--- config.mk ---
export PLATFORM = sky130hd
export DESIGN_NAME = expu_top
export DESIGN_NICKNAME = d
export VERILOG_FILES = /design/src/logic/softex_pkg.sv /design/src/logic/expu_reg_pkg.sv /design/src/logic/expu_schraudolph.sv /design/src/logic/expu_regfile.sv /design/src/logic/expu_accumulator.sv /design/src/logic/expu_top.sv
export SDC_FILE = /design/constraint.sdc
export NUM_CORES = 1
export LEC_CHECK = 0
export ABC_CLOCK_PERIOD_IN_PS = 18100
export BUFFER_PORTS_ARGS = -buffer_cell sky130_fd_sc_hd__buf_2
export CORE_MARGIN = 1
export CORE_UTILIZATION = 30
export CTS_CLUSTER_SIZE = 16
export DETAILED_ROUTE_END_ITERATION = 7
export HOLD_SLACK_MARGIN = 0.08
export PLACE_DENSITY = 0.46
export SLEW_MARGIN = 20
export SYNTH_ARGS = -nofsm -noshare
export SYNTH_HDL_FRONTEND = slang
export SYNTH_SLANG_ARGS = --single-unit
--- constraint.sdc ---
create_clock -name clk -period 18.1 [get_ports clk]
set_input_delay 3.62 -clock clk [delete_from_list [all_inputs] [get_ports clk]]
set_output_delay 3.62 -clock clk [all_outputs]
set_load 0.01 [all_outputs]
--- src/logic/softex_pkg.sv ---
/* bfloat16 only (1/8/7, bias 127). NaN and infinity have no special encoding here.
   The sum is unsigned Q16.16 and the count wraps at 2^COUNT_WIDTH. */

package softex_pkg;

    // ************************************************************
    // bfloat16 format
    // ************************************************************

    localparam int unsigned BF16_WIDTH = 16;
    localparam int unsigned EXP_BITS   = 8;
    localparam int unsigned MAN_BITS   = 7;
    localparam int unsigned BIAS       = 127;

    // ************************************************************
    // Schraudolph defaults
    // ************************************************************

    localparam int unsigned EXPU_A_FRACTION       = 14;   // Fraction bits of 1/ln 2
    localparam logic        EXPU_ENABLE_ROUNDING  = 1'b1;

    // ************************************************************
    // Accumulator widths
    // ************************************************************

    localparam int unsigned SUM_WIDTH   = 32;   // Q16.16
    localparam int unsigned COUNT_WIDTH = 16;

    typedef struct packed {
        logic                  sign;
        logic [EXP_BITS-1:0]   exponent;
        logic [MAN_BITS-1:0]   mantissa;
    } bf16_fields_t;

    // Same word seen either as a plain vector or split into fields
    typedef union packed {
        logic [BF16_WIDTH-1:0] raw;
        bf16_fields_t          fields;
    } bf16_u;

endpackage

--- src/logic/expu_reg_pkg.sv ---
/* Register map of the exponential unit. Four word addresses, 32-bit data.
   A write of any data to ADDR_SUM clears the sum, the count and the overflow flag. */

package expu_reg_pkg;

    localparam int unsigned REG_ADDR_WIDTH = 2;
    localparam int unsigned REG_DATA_WIDTH = 32;

    // ************************************************************
    // Addresses
    // ************************************************************

    localparam logic [REG_ADDR_WIDTH-1:0] ADDR_CTRL   = 2'd0;
    localparam logic [REG_ADDR_WIDTH-1:0] ADDR_SUM    = 2'd1;
    localparam logic [REG_ADDR_WIDTH-1:0] ADDR_STATUS = 2'd2;

    // ************************************************************
    // Bit positions
    // ************************************************************

    localparam int unsigned CTRL_ACC_EN_BIT = 0;    // Accumulate enable

    // Count sits in the low bits of the status word
    localparam int unsigned STATUS_OVFL_BIT = 16;   // Sticky sum overflow

endpackage

--- src/logic/expu_schraudolph.sv ---
/* Approximate e^x on bfloat16 by the Schraudolph method. Purely combinational.
   Large inputs saturate to exponent all ones (positive) or to zero (negative). */

module expu_schraudolph
    import softex_pkg::*;
#(
    parameter int unsigned A_FRACTION      = EXPU_A_FRACTION,
    parameter logic        ENABLE_ROUNDING = EXPU_ENABLE_ROUNDING
) (
    input  logic [BF16_WIDTH-1:0] op,
    output logic [BF16_WIDTH-1:0] res
);

    localparam real         A_REAL     = 1.0 / $ln(2.0);
    localparam int unsigned A_INT_BITS = $clog2(int'(A_REAL)) + 1;
    localparam int unsigned A_WIDTH    = A_INT_BITS + A_FRACTION;

    // Largest input exponent that still fits the result exponent
    localparam int unsigned MAX_EXP  = BIAS + EXP_BITS - (A_INT_BITS + 1);
    localparam int unsigned PROD_MSB = MAN_BITS + A_FRACTION + A_INT_BITS;

    // 1/ln 2 in Q<A_INT_BITS>.<A_FRACTION>
    localparam logic [A_WIDTH-1:0] A = (A_WIDTH)'(int'(A_REAL * 2.0 ** A_FRACTION));

    bf16_u op_u;
    bf16_u res_u;

    logic [MAN_BITS:0]            significand;   // Q1.7
    logic [PROD_MSB:0]            product;
    logic [EXP_BITS-1:0]          shamt;
    logic [EXP_BITS+MAN_BITS:0]   shifted;       // One extra bit for rounding
    logic [EXP_BITS+MAN_BITS-1:0] rounded;
    logic [EXP_BITS+MAN_BITS-1:0] signed_val;
    logic                         ovfr;

    assign op_u.raw    = op;
    assign significand = {1'b1, op_u.fields.mantissa};

    assign product = significand * A;

    // Wraps when the exponent is above MAX_EXP, but then ovfr takes over
    assign shamt   = (EXP_BITS)'(MAX_EXP) - op_u.fields.exponent;
    assign shifted = product[PROD_MSB : A_FRACTION - MAN_BITS] >> shamt;

    assign rounded = shifted[EXP_BITS+MAN_BITS:1] + (ENABLE_ROUNDING ? shifted[0] : 1'b0);

    assign signed_val = op_u.fields.sign ? -rounded : rounded;

    always_comb begin
        ovfr = 1'b0;
        if (op_u.fields.exponent > MAX_EXP) begin
            ovfr = 1'b1;
        end else if (op_u.fields.exponent == MAX_EXP) begin
            // Integer part too wide for the exponent field
            ovfr = product[PROD_MSB] ||
                   (op_u.fields.sign && (&product[PROD_MSB-1 -: EXP_BITS]));
        end
    end

    // ************************************************************
    // Reinterpret the fixed-point value as exponent and mantissa
    // ************************************************************

    always_comb begin
        res_u.fields.sign = 1'b0;   // e^x is never negative
        if (!ovfr) begin
            res_u.fields.exponent = signed_val[EXP_BITS+MAN_BITS-1 : MAN_BITS] + (EXP_BITS)'(BIAS);
            res_u.fields.mantissa = signed_val[MAN_BITS-1:0];
        end else begin
            res_u.fields.exponent = op_u.fields.sign ? '0 : '1;
            res_u.fields.mantissa = '0;
        end
    end

    assign res = res_u.raw;

endmodule

--- src/logic/expu_regfile.sv ---
/* Control, clear and readback registers. Reads are combinational.
   The clear strobe follows the write to ADDR_SUM in the same cycle. */

module expu_regfile
    import softex_pkg::*;
    import expu_reg_pkg::*;
(
    input  logic                      clk,
    input  logic                      rst,

    input  logic                      reg_write,
    input  logic [REG_ADDR_WIDTH-1:0] reg_addr,
    input  logic [REG_DATA_WIDTH-1:0] reg_wdata,
    output logic [REG_DATA_WIDTH-1:0] reg_rdata,

    input  logic [SUM_WIDTH-1:0]      sum,
    input  logic [COUNT_WIDTH-1:0]    count,
    input  logic                      ovfl,

    output logic                      acc_en,
    output logic                      acc_clear
);

    logic [REG_DATA_WIDTH-1:0] ctrl_word;
    logic [REG_DATA_WIDTH-1:0] status_word;

    // ************************************************************
    // Control register and clear strobe
    // ************************************************************

    always_ff @(posedge clk) begin
        if (rst) begin
            acc_en <= 1'b0;
        end else if (reg_write && (reg_addr == ADDR_CTRL)) begin
            acc_en <= reg_wdata[CTRL_ACC_EN_BIT];
        end
    end

    // Data is ignored, any write to the sum clears it
    assign acc_clear = reg_write && (reg_addr == ADDR_SUM);

    // ************************************************************
    // Read mux
    // ************************************************************

    always_comb begin
        ctrl_word                  = '0;
        ctrl_word[CTRL_ACC_EN_BIT] = acc_en;

        status_word                  = '0;
        status_word[COUNT_WIDTH-1:0] = count;
        status_word[STATUS_OVFL_BIT] = ovfl;
    end

    always_comb begin
        case (reg_addr)
            ADDR_CTRL:   reg_rdata = ctrl_word;
            ADDR_SUM:    reg_rdata = (REG_DATA_WIDTH)'(sum);
            ADDR_STATUS: reg_rdata = status_word;
            default:     reg_rdata = '0;   // Unmapped
        endcase
    end

endmodule

--- src/logic/expu_accumulator.sv ---
/* Running Q16.16 sum of positive bfloat16 results, saturating at all ones.
   The sign of the input is ignored. The clear wins over an accumulate in the same cycle. */

module expu_accumulator
    import softex_pkg::*;
(
    input  logic                   clk,
    input  logic                   rst,

    input  logic                   res_valid,
    input  logic [BF16_WIDTH-1:0]  res,

    input  logic                   acc_en,
    input  logic                   acc_clear,

    output logic [SUM_WIDTH-1:0]   sum,
    output logic [COUNT_WIDTH-1:0] count,
    output logic                   ovfl
);

    localparam int unsigned FRAC_BITS = SUM_WIDTH / 2;

    // Left shift of the Q1.7 significand is exponent - SHIFT_OFFSET
    localparam int unsigned SHIFT_OFFSET = BIAS + MAN_BITS - FRAC_BITS;

    // From here on the value no longer fits the integer part
    localparam int unsigned SAT_EXP = BIAS + SUM_WIDTH - FRAC_BITS;

    localparam int unsigned SHAMT_WIDTH = EXP_BITS + 2;

    bf16_u                  res_u;
    logic [MAN_BITS:0]      significand;
    logic [SHAMT_WIDTH-1:0] shamt;
    logic [SHAMT_WIDTH-1:0] rshamt;
    logic [SUM_WIDTH-1:0]   conv;
    logic [SUM_WIDTH:0]     sum_ext;
    logic                   accumulate;

    assign res_u.raw   = res;
    assign significand = {1'b1, res_u.fields.mantissa};

    // ************************************************************
    // bfloat16 to Q16.16
    // ************************************************************

    // Two's complement difference, MSB set means a right shift
    assign shamt  = {2'b00, res_u.fields.exponent} - (SHAMT_WIDTH)'(SHIFT_OFFSET);
    assign rshamt = -shamt;

    always_comb begin
        if (res_u.fields.exponent == '0) begin
            conv = '0;
        end else if (res_u.fields.exponent >= SAT_EXP) begin
            conv = '1;
        end else if (shamt[SHAMT_WIDTH-1]) begin
            conv = (SUM_WIDTH)'(significand) >> rshamt;
        end else begin
            conv = (SUM_WIDTH)'(significand) << shamt;
        end
    end

    // ************************************************************
    // Saturating sum and counter
    // ************************************************************

    assign sum_ext    = {1'b0, sum} + {1'b0, conv};   // Carry out flags saturation
    assign accumulate = res_valid && acc_en;

    always_ff @(posedge clk) begin
        if (rst) begin
            sum   <= '0;
            count <= '0;
            ovfl  <= 1'b0;
        end else if (acc_clear) begin
            sum   <= '0;
            count <= '0;
            ovfl  <= 1'b0;
        end else if (accumulate) begin
            sum   <= sum_ext[SUM_WIDTH] ? '1 : sum_ext[SUM_WIDTH-1:0];
            ovfl  <= ovfl | sum_ext[SUM_WIDTH];
            count <= count + 1'b1;   // Wraps
        end
    end

endmodule

--- src/logic/expu_top.sv ---
/* Two-stage exponential pipeline plus softmax denominator accumulator.
   No back-pressure: a result leaves exactly 2 cycles after its input strobe. */

module expu_top
    import softex_pkg::*;
    import expu_reg_pkg::*;
#(
    parameter int unsigned A_FRACTION      = EXPU_A_FRACTION,
    parameter logic        ENABLE_ROUNDING = EXPU_ENABLE_ROUNDING
) (
    input  logic                      clk,
    input  logic                      rst,

    input  logic                      in_valid,
    input  logic [BF16_WIDTH-1:0]     in_op,
    output logic                      out_valid,
    output logic [BF16_WIDTH-1:0]     out_res,

    input  logic                      reg_write,
    input  logic [REG_ADDR_WIDTH-1:0] reg_addr,
    input  logic [REG_DATA_WIDTH-1:0] reg_wdata,
    output logic [REG_DATA_WIDTH-1:0] reg_rdata
);

    logic                   in_valid_q;
    logic [BF16_WIDTH-1:0]  in_op_q;
    logic [BF16_WIDTH-1:0]  exp_res;

    logic                   acc_en;
    logic                   acc_clear;
    logic [SUM_WIDTH-1:0]   sum;
    logic [COUNT_WIDTH-1:0] count;
    logic                   ovfl;

    // ************************************************************
    // Pipeline
    // ************************************************************

    always_ff @(posedge clk) begin
        if (rst) begin
            in_valid_q <= 1'b0;
            out_valid  <= 1'b0;
        end else begin
            in_valid_q <= in_valid;
            out_valid  <= in_valid_q;
        end
    end

    always_ff @(posedge clk) begin
        if (in_valid) in_op_q <= in_op;
        if (in_valid_q) out_res <= exp_res;
    end

    expu_schraudolph #(
        .A_FRACTION      (A_FRACTION),
        .ENABLE_ROUNDING (ENABLE_ROUNDING)
    ) u_schraudolph (
        .op  (in_op_q),
        .res (exp_res)
    );

    expu_accumulator u_accumulator (
        .clk       (clk),
        .rst       (rst),
        .res_valid (out_valid),
        .res       (out_res),
        .acc_en    (acc_en),
        .acc_clear (acc_clear),
        .sum       (sum),
        .count     (count),
        .ovfl      (ovfl)
    );

    expu_regfile u_regfile (
        .clk       (clk),
        .rst       (rst),
        .reg_write (reg_write),
        .reg_addr  (reg_addr),
        .reg_wdata (reg_wdata),
        .reg_rdata (reg_rdata),
        .sum       (sum),
        .count     (count),
        .ovfl      (ovfl),
        .acc_en    (acc_en),
        .acc_clear (acc_clear)
    );

endmodule

Word level (Yosys, flattened, before mapping)
Cells that the tools add are included.
{ "totals": {"ff_bits": 83, "in_bits": 54, "output_inout_bits": 49, "elab_cells": 46} }
{ "op_classes": {"addsub": 8, "n_mul": 1, "order_cmp": 2, "n_eq_ne": 3, "n_shift": 3, "n_mux": 10, "n_bitwise": 1, "n_reduce_logical": 9} }
{ "op_table": {"columns": ["cell", "count"], "rows": [
  ["$mux 32", 4],
  ["$pmux 32 s3", 1],
  ["$add 32x32->33", 1],
  ["$shl 8x10->32", 1],
  ["$shr 8x10->32", 1],
  ["$mux 15", 2],
  ["$mul 8x15->23 const B", 1],
  ["$add 16x1->16 const B", 1],
  ["$shr 16x8->16", 1],
  ["$add 15x1->15", 1],
  ["$neg 15->15", 1],
  ["$neg 10->10", 1],
  ["$sub 8x7->9 const B", 1],
  ["$add 8x7->8 const B", 1],
  ["$eq 8x8->1 const B", 1],
  ["$ge 8x8->1 const B", 1],
  ["$gt 8x8->1 const B", 1],
  ["$logic_not 8->1", 1],
  ["$mux 8", 1],
  ["$reduce_and 8->1", 1],
  ["$sub 8x8->8 const A", 1],
  ["$logic_and 1x1->1", 4],
  ["$eq 2x1->1 const B", 1],
  ["$eq 2x2->1 const B", 1],
  ["5 further kinds", 6]
]} }

Logic depth before layout (Yosys ltp)
{ "logic_depth": {"depth_word": 8, "ltp_mapped": 33, "mapped_depth_nobuf": 32} }

Modules after synthesis
A second synthesis with hierarchy kept.
{ "hier_totals": {"cells_unflattened": 1369, "hier_area_um2": 10911.7} }
{ "by_module_without_submodules": {"columns": ["mod", "instances", "cells_per_inst", "area_per_inst_um2"], "rows": [
  ["expu_schraudolph", 1, 670, 4868.4],
  ["expu_accumulator", 1, 617, 4658.2],
  ["expu_top", 1, 36, 1013.5],
  ["expu_regfile", 1, 46, 371.6]
]} }

Least setup slack after synthesis
No wires, ideal clock.
{ "synth_path": {"kind": "register to register", "startpoint": "register in_op_q[4]", "endpoint": "register out_res[14] (data pin)", "setup_time_ns": 0.203, "t_arrival_ns": 7.928, "required_ns": 17.897, "path_slack_ns": 9.969, "path_stages_with_launch": 34, "period_less_slack_ns": 8.131, "cell_sequence": "edfxtp_1 > ha_1 > inv_1 > fa_1 > inv_1 > fa_1 > inv_1 > fa_1 > inv_1 > ha_1 > buf_2 > a21o_1 > a31oi_1 > o21ai_0 > o31ai_2 > a211oi_1 > a21o_1 > or3_1 > a21oi_1 > nor2_1 > a311oi_1 > ha_1 > ha_1 > inv_1 > a21oi_1 > nand2_1 > nor4_1 > mux2_2 > o41ai_2 > xor2_1 > nand2_1 > o21a_1 > a2111o_1 > a2111oi_1"} }
{ "synth_between": {"elab_chain_len": 7, "elab_cells_between_ends": 12, "classes_between": "add/sub (3); mul (1); shift (1); mux (4); reduce/logical (3)"} }
{ "synth_lines": {"columns": ["element", "line_no", "text"], "rows": [
  ["from (decl)", "expu_top.sv:26", "logic [BF16_WIDTH-1:0] in_op_q;"],
  ["from (signal assigned)", "expu_top.sv:50", "if (in_valid) in_op_q <= in_op;"],
  ["$mul 8x15->23 (*)", "expu_schraudolph.sv:39", "assign product = significand * A;"],
  ["$shr 16x8->16 / $reduce_and 8->1 (equally long branches)", "expu_schraudolph.sv:43, expu_schraudolph.sv:56", null],
  ["$add 15x1->15 / $logic_and 1x1->1 (equally long branches)", "expu_schraudolph.sv:45, expu_schraudolph.sv:56", null],
  ["$neg 15->15 / $logic_or 1x1->1 (equally long branches)", "expu_schraudolph.sv:47, expu_schraudolph.sv:55", null],
  ["$mux 15 / $mux 1 (equally long branches)", "expu_schraudolph.sv:47, expu_schraudolph.sv:53", null],
  ["$add 8x7->8 / $mux 1 (equally long branches)", "expu_schraudolph.sv:67, expu_schraudolph.sv:51", null],
  ["$mux 15 (*)", "expu_schraudolph.sv:66", "if (!ovfr) begin"],
  ["net exp_res[14]", "expu_top.sv:27", "logic [BF16_WIDTH-1:0] exp_res;"],
  ["to (signal assigned)", "expu_top.sv:51", "if (in_valid_q) out_res <= exp_res;"],
  ["to (decl)", "expu_top.sv:17", "output logic [BF16_WIDTH-1:0] out_res,"]
]} }
The timed path passes the listed nets; every way through them passes the cells marked *.
A chain may end at the register's enable or synchronous reset.

Final worst setup path
{ "layout_path": {"startpoint": "register in_op_q[5]", "endpoint": "register out_res[14] (data pin)"} }
Same word-level chain as after synthesis.

==> impl_summary.log <==
[metrics] result of the run: completed
[metrics] unrepaired setup endpoints after global routing: no
[metrics] met1 layer wirelength in the final routing: roughly 15000 um
[metrics] Met3 Routed Length: 1010 um
[metrics] post-route insts no fill: between 1500 and 2000
[metrics] Initial DRC Count: around 750
[metrics] number of failing hold endpoints at the final stage: 0
[metrics] cell with the biggest individual delay on the critical path: sky130_fd_sc_hd__edfxtp_1
[metrics] Clock Sinks: 83
[metrics] global router's overall resource usage: around 18%
[metrics] CP Max Fanout: 11
[metrics] pin count of the biggest net entering global routing: 66
[metrics] layout overhead on the synthesized area: 10.2%
[metrics] slew at the pin closest to its max-slew limit: approximately 970 ps
[metrics] count of input and output buffers: 70
[metrics] length of the first detailed-routing pass in iterations: 5
[metrics] first-pass GRT wire length: roughly 48000 um
[metrics] element type at the critical path start: register
[metrics] die outline width: 185 um
[metrics] routed length per placed instance: 16.7 um
[metrics] Met2 Routed Length: roughly 13000 um
[metrics] vias in the first global route: 9012
[metrics] initial core utilization: between 30 and 40%
[metrics] minimum setup slack after placement: approximately 8600 ps
[metrics] number of standard cells after synthesis: between 1000 and 1500
[metrics] crit path capture type: register
[metrics] area inside the core boundary: around 33000 um^2
[metrics] maximum level of the CTS H-tree: 3
[metrics] critical path's top delay family: compound AO/OA/AOI/OAI gates
[metrics] count of cell types in the netlist: 94
[metrics] final setup violation count: 0
[metrics] Filler cells: ~3500
[metrics] number of placed cells counting well taps: about 1700
[metrics] leading cell types in the layout, fill and taps excluded: 106 x sky130_fd_sc_hd__nand2_1, 100 x sky130_fd_sc_hd__ha_1, 97 x sky130_fd_sc_hd__nor2_1
[metrics] number of synthesized register bits: a little over 80
[metrics] post-synthesis sequential area ratio: about a fifth
[metrics] final period demand of the worst path: 9560 ps
[metrics] Mapped Area: around 10000 um^2
[metrics] clock transition at the register clock pins on the worst setup and hold paths after CTS: 80 ps
[metrics] hold buffers post-CTS: 0
[metrics] layout cell share with drive strength beyond 1: about 10%
[metrics] top-level port count: between 100 and 150
[metrics] number of resized instances in the post-cts repair step: 0
[metrics] Bufs and invs on worst path: 5
[metrics] required time of the critical path: 18220 ps
[metrics] Hold Crit Class: reg2reg
[metrics] highest metal layer with signal wires: met4
[metrics] number of buffers inserted to repair setup after CTS: 0
[metrics] maximum clock rate: around 100 MHz
[metrics] Most common cell on crit path: sky130_fd_sc_hd__inv_1
[metrics] IR drop worst, VDD: approximately 0.000058 V
[metrics] antenna diode instance count: 0
[metrics] initial antenna violation count: 0
[metrics] detailed-route DRC error count: 0
[metrics] post-route fraction of the period consumed by the critical path: between 50% and 60%
[metrics] CP max stage delay: 680 ps
[metrics] Pwr per Cell Area: 111 nW/um^2
[metrics] DR vias: roughly 9400
[metrics] via-per-instance ratio: ~5.4
[metrics] total nets after synthesis: between 1000 and 1500
[metrics] Syn. warnings: 0
[metrics] mean post-synth cell area: around 7.9 um^2
[metrics] asr flop ratio synth: 0%
[metrics] area of the die: between 30000 and 40000 um^2
[metrics] max-cap violations: 0
[metrics] Worst slew margin: between 30% and 40%
[metrics] fin nets: approximately 1500
[metrics] Leak: approximately 4.7 nW
[metrics] number of synthesized flops with an enable pin: 31
[metrics] Critical Setup Path Class: reg2reg
[metrics] detailed-placement wirelength estimate: roughly 23000 um
[metrics] setup ws final: about 8500 ps
[metrics] Site Rows: between 60 and 70
[metrics] max-slew violation count: 0
[metrics] final clock skew: roughly 19 ps
[metrics] root buffer cell: sky130_fd_sc_hd__clkbuf_16
[metrics] most common cell after layout, fill and taps aside: sky130_fd_sc_hd__nand2_1
[metrics] total clock buffers created by CTS: 9
[metrics] Sum Neg Setup Slack: 0 ps
[metrics] clock tree buffer depth: 2
[metrics] die boundary height: around 180 um
[metrics] ys flop type: sky130_fd_sc_hd__dfxtp_1
[metrics] clock tree from TritonCTS: done
[metrics] final wirelength: ~29000 um
[metrics] GP Congestion: roughly 0.9
[metrics] critical path data arrival time: 9680 ps
[metrics] grt ovf: 0
[metrics] worst skew pair latency: ~380 ps
[metrics] ANT nets after route: 0
worst register-to-register path, delay by kind of cell (launching register included):
family                     cells  cell delay (ps)
AOI/OAI and AO/OA             13             3680
buffers and inverters          5              620
muxes                          1              400
DFF                            1              680
xor gates and xnor gates       1              260
and+or+nand+nor                5             1160
adders and majority gates      6             2520
per-stage QoR:
step | cell area, um^2 | hold WS [ps] | total power, mW | utilization, %
finish | 11100 | 480 | 1.23 | 33.8
detailed placement | 10800 | 465 | 1.03 | 33.0
global placement | 10800 | 449 | 1.04 | 33.0
CTS | 11100 | 487 | 1.23 | 33.8
global route | 11100 | 516 | 1.35 | 33.8
floorplan | 10000 | 437 | 0.853 | -
area by class of cell:
type,instances,area [um^2],area share (%)
clock buffers,10,229,2.07
clock inverters,6,47.5,0.430
inverters,70,263,2.37
multi-input cells,1056,7600,68.7
flip-flops and latches,83,1970,17.8
well taps,442,553,5.00
repair buffers,77,403,3.64
layer usage:
metal / vias to the layer above / global-route usage, %
li1: 4762 / -
met2: 194 / 27.7
met5: - / 0
met1: 4427 / 24.8
met4: 0 / 5.22
met3: 26 / 2.77
power breakdown:
| group | internal (mW) | switching (mW) | leakage, nW |
|---|---|---|---|
| Clock | 0.0953 | 0.0941 | 0.140 |
| Combinational | 0.301 | 0.510 | 3.83 |
| Sequential | 0.207 | 0.0229 | 0.711 |
kinds of logic (layout without fill, tap and decap cells):
group	after synthesis	in the layout	share of synthesized area (%)
compound gates	392	392	26.3
fa+ha+maj	122	122	16.8
mux	30	30	3.30
other cells	1	1	0.0373
buf+inv	129	163	5.02
flops	83	83	19.6
simple gates	422	422	21.1
xor+xnor	89	89	7.76
cells in the mapped netlist (22+ instances only):
cell / n / area (um^2)
sky130_fd_sc_hd__mux2i_1: 23 / 230
sky130_fd_sc_hd__a21o_1: 26 / 195
sky130_fd_sc_hd__xnor2_1: 51 / 447
sky130_fd_sc_hd__ha_1: 100 / 1250
sky130_fd_sc_hd__edfxtp_1: 31 / 931
sky130_fd_sc_hd__dfxtp_1: 52 / 1040
sky130_fd_sc_hd__inv_1: 69 / 259
sky130_fd_sc_hd__nand3_1: 44 / 220
sky130_fd_sc_hd__xor2_1: 38 / 333
sky130_fd_sc_hd__o21ai_0: 94 / 470
sky130_fd_sc_hd__nor3_1: 37 / 185
sky130_fd_sc_hd__and2_1: 24 / 150
sky130_fd_sc_hd__a31oi_1: 39 / 244
sky130_fd_sc_hd__clkbuf_1: 49 / 184
sky130_fd_sc_hd__nand2_1: 106 / 398
sky130_fd_sc_hd__a21oi_1: 67 / 335
sky130_fd_sc_hd__fa_1: 22 / 440
sky130_fd_sc_hd__nor2_1: 97 / 364
final timing paths:
check	from	endpoint	slack (ps)	cells after the start
worst max-delay path	in_op_q[5]$_DFFE_PP_	out_res[14]$_DFFE_PP_	8540	31
worst min-delay path	u_accumulator.ovfl$_SDFFE_PP0P_	u_accumulator.ovfl$_SDFFE_PP0P_	480	2
worst max register to register	in_op_q[5]$_DFFE_PP_	out_res[14]$_DFFE_PP_	8540	31
worst min register to register	u_accumulator.ovfl$_SDFFE_PP0P_	u_accumulator.ovfl$_SDFFE_PP0P_	480	2
flip-flops by register name, summed over array words and instances (netlist names):
name                 count
out_valid                1
u_accumulator.sum       32
out_res                 15
u_regfile.acc_en         1
in_op_q                 16
in_valid_q               1
u_accumulator.ovfl       1
u_accumulator.count     16
No activity file was read; power rests on OpenSTA's default activity.
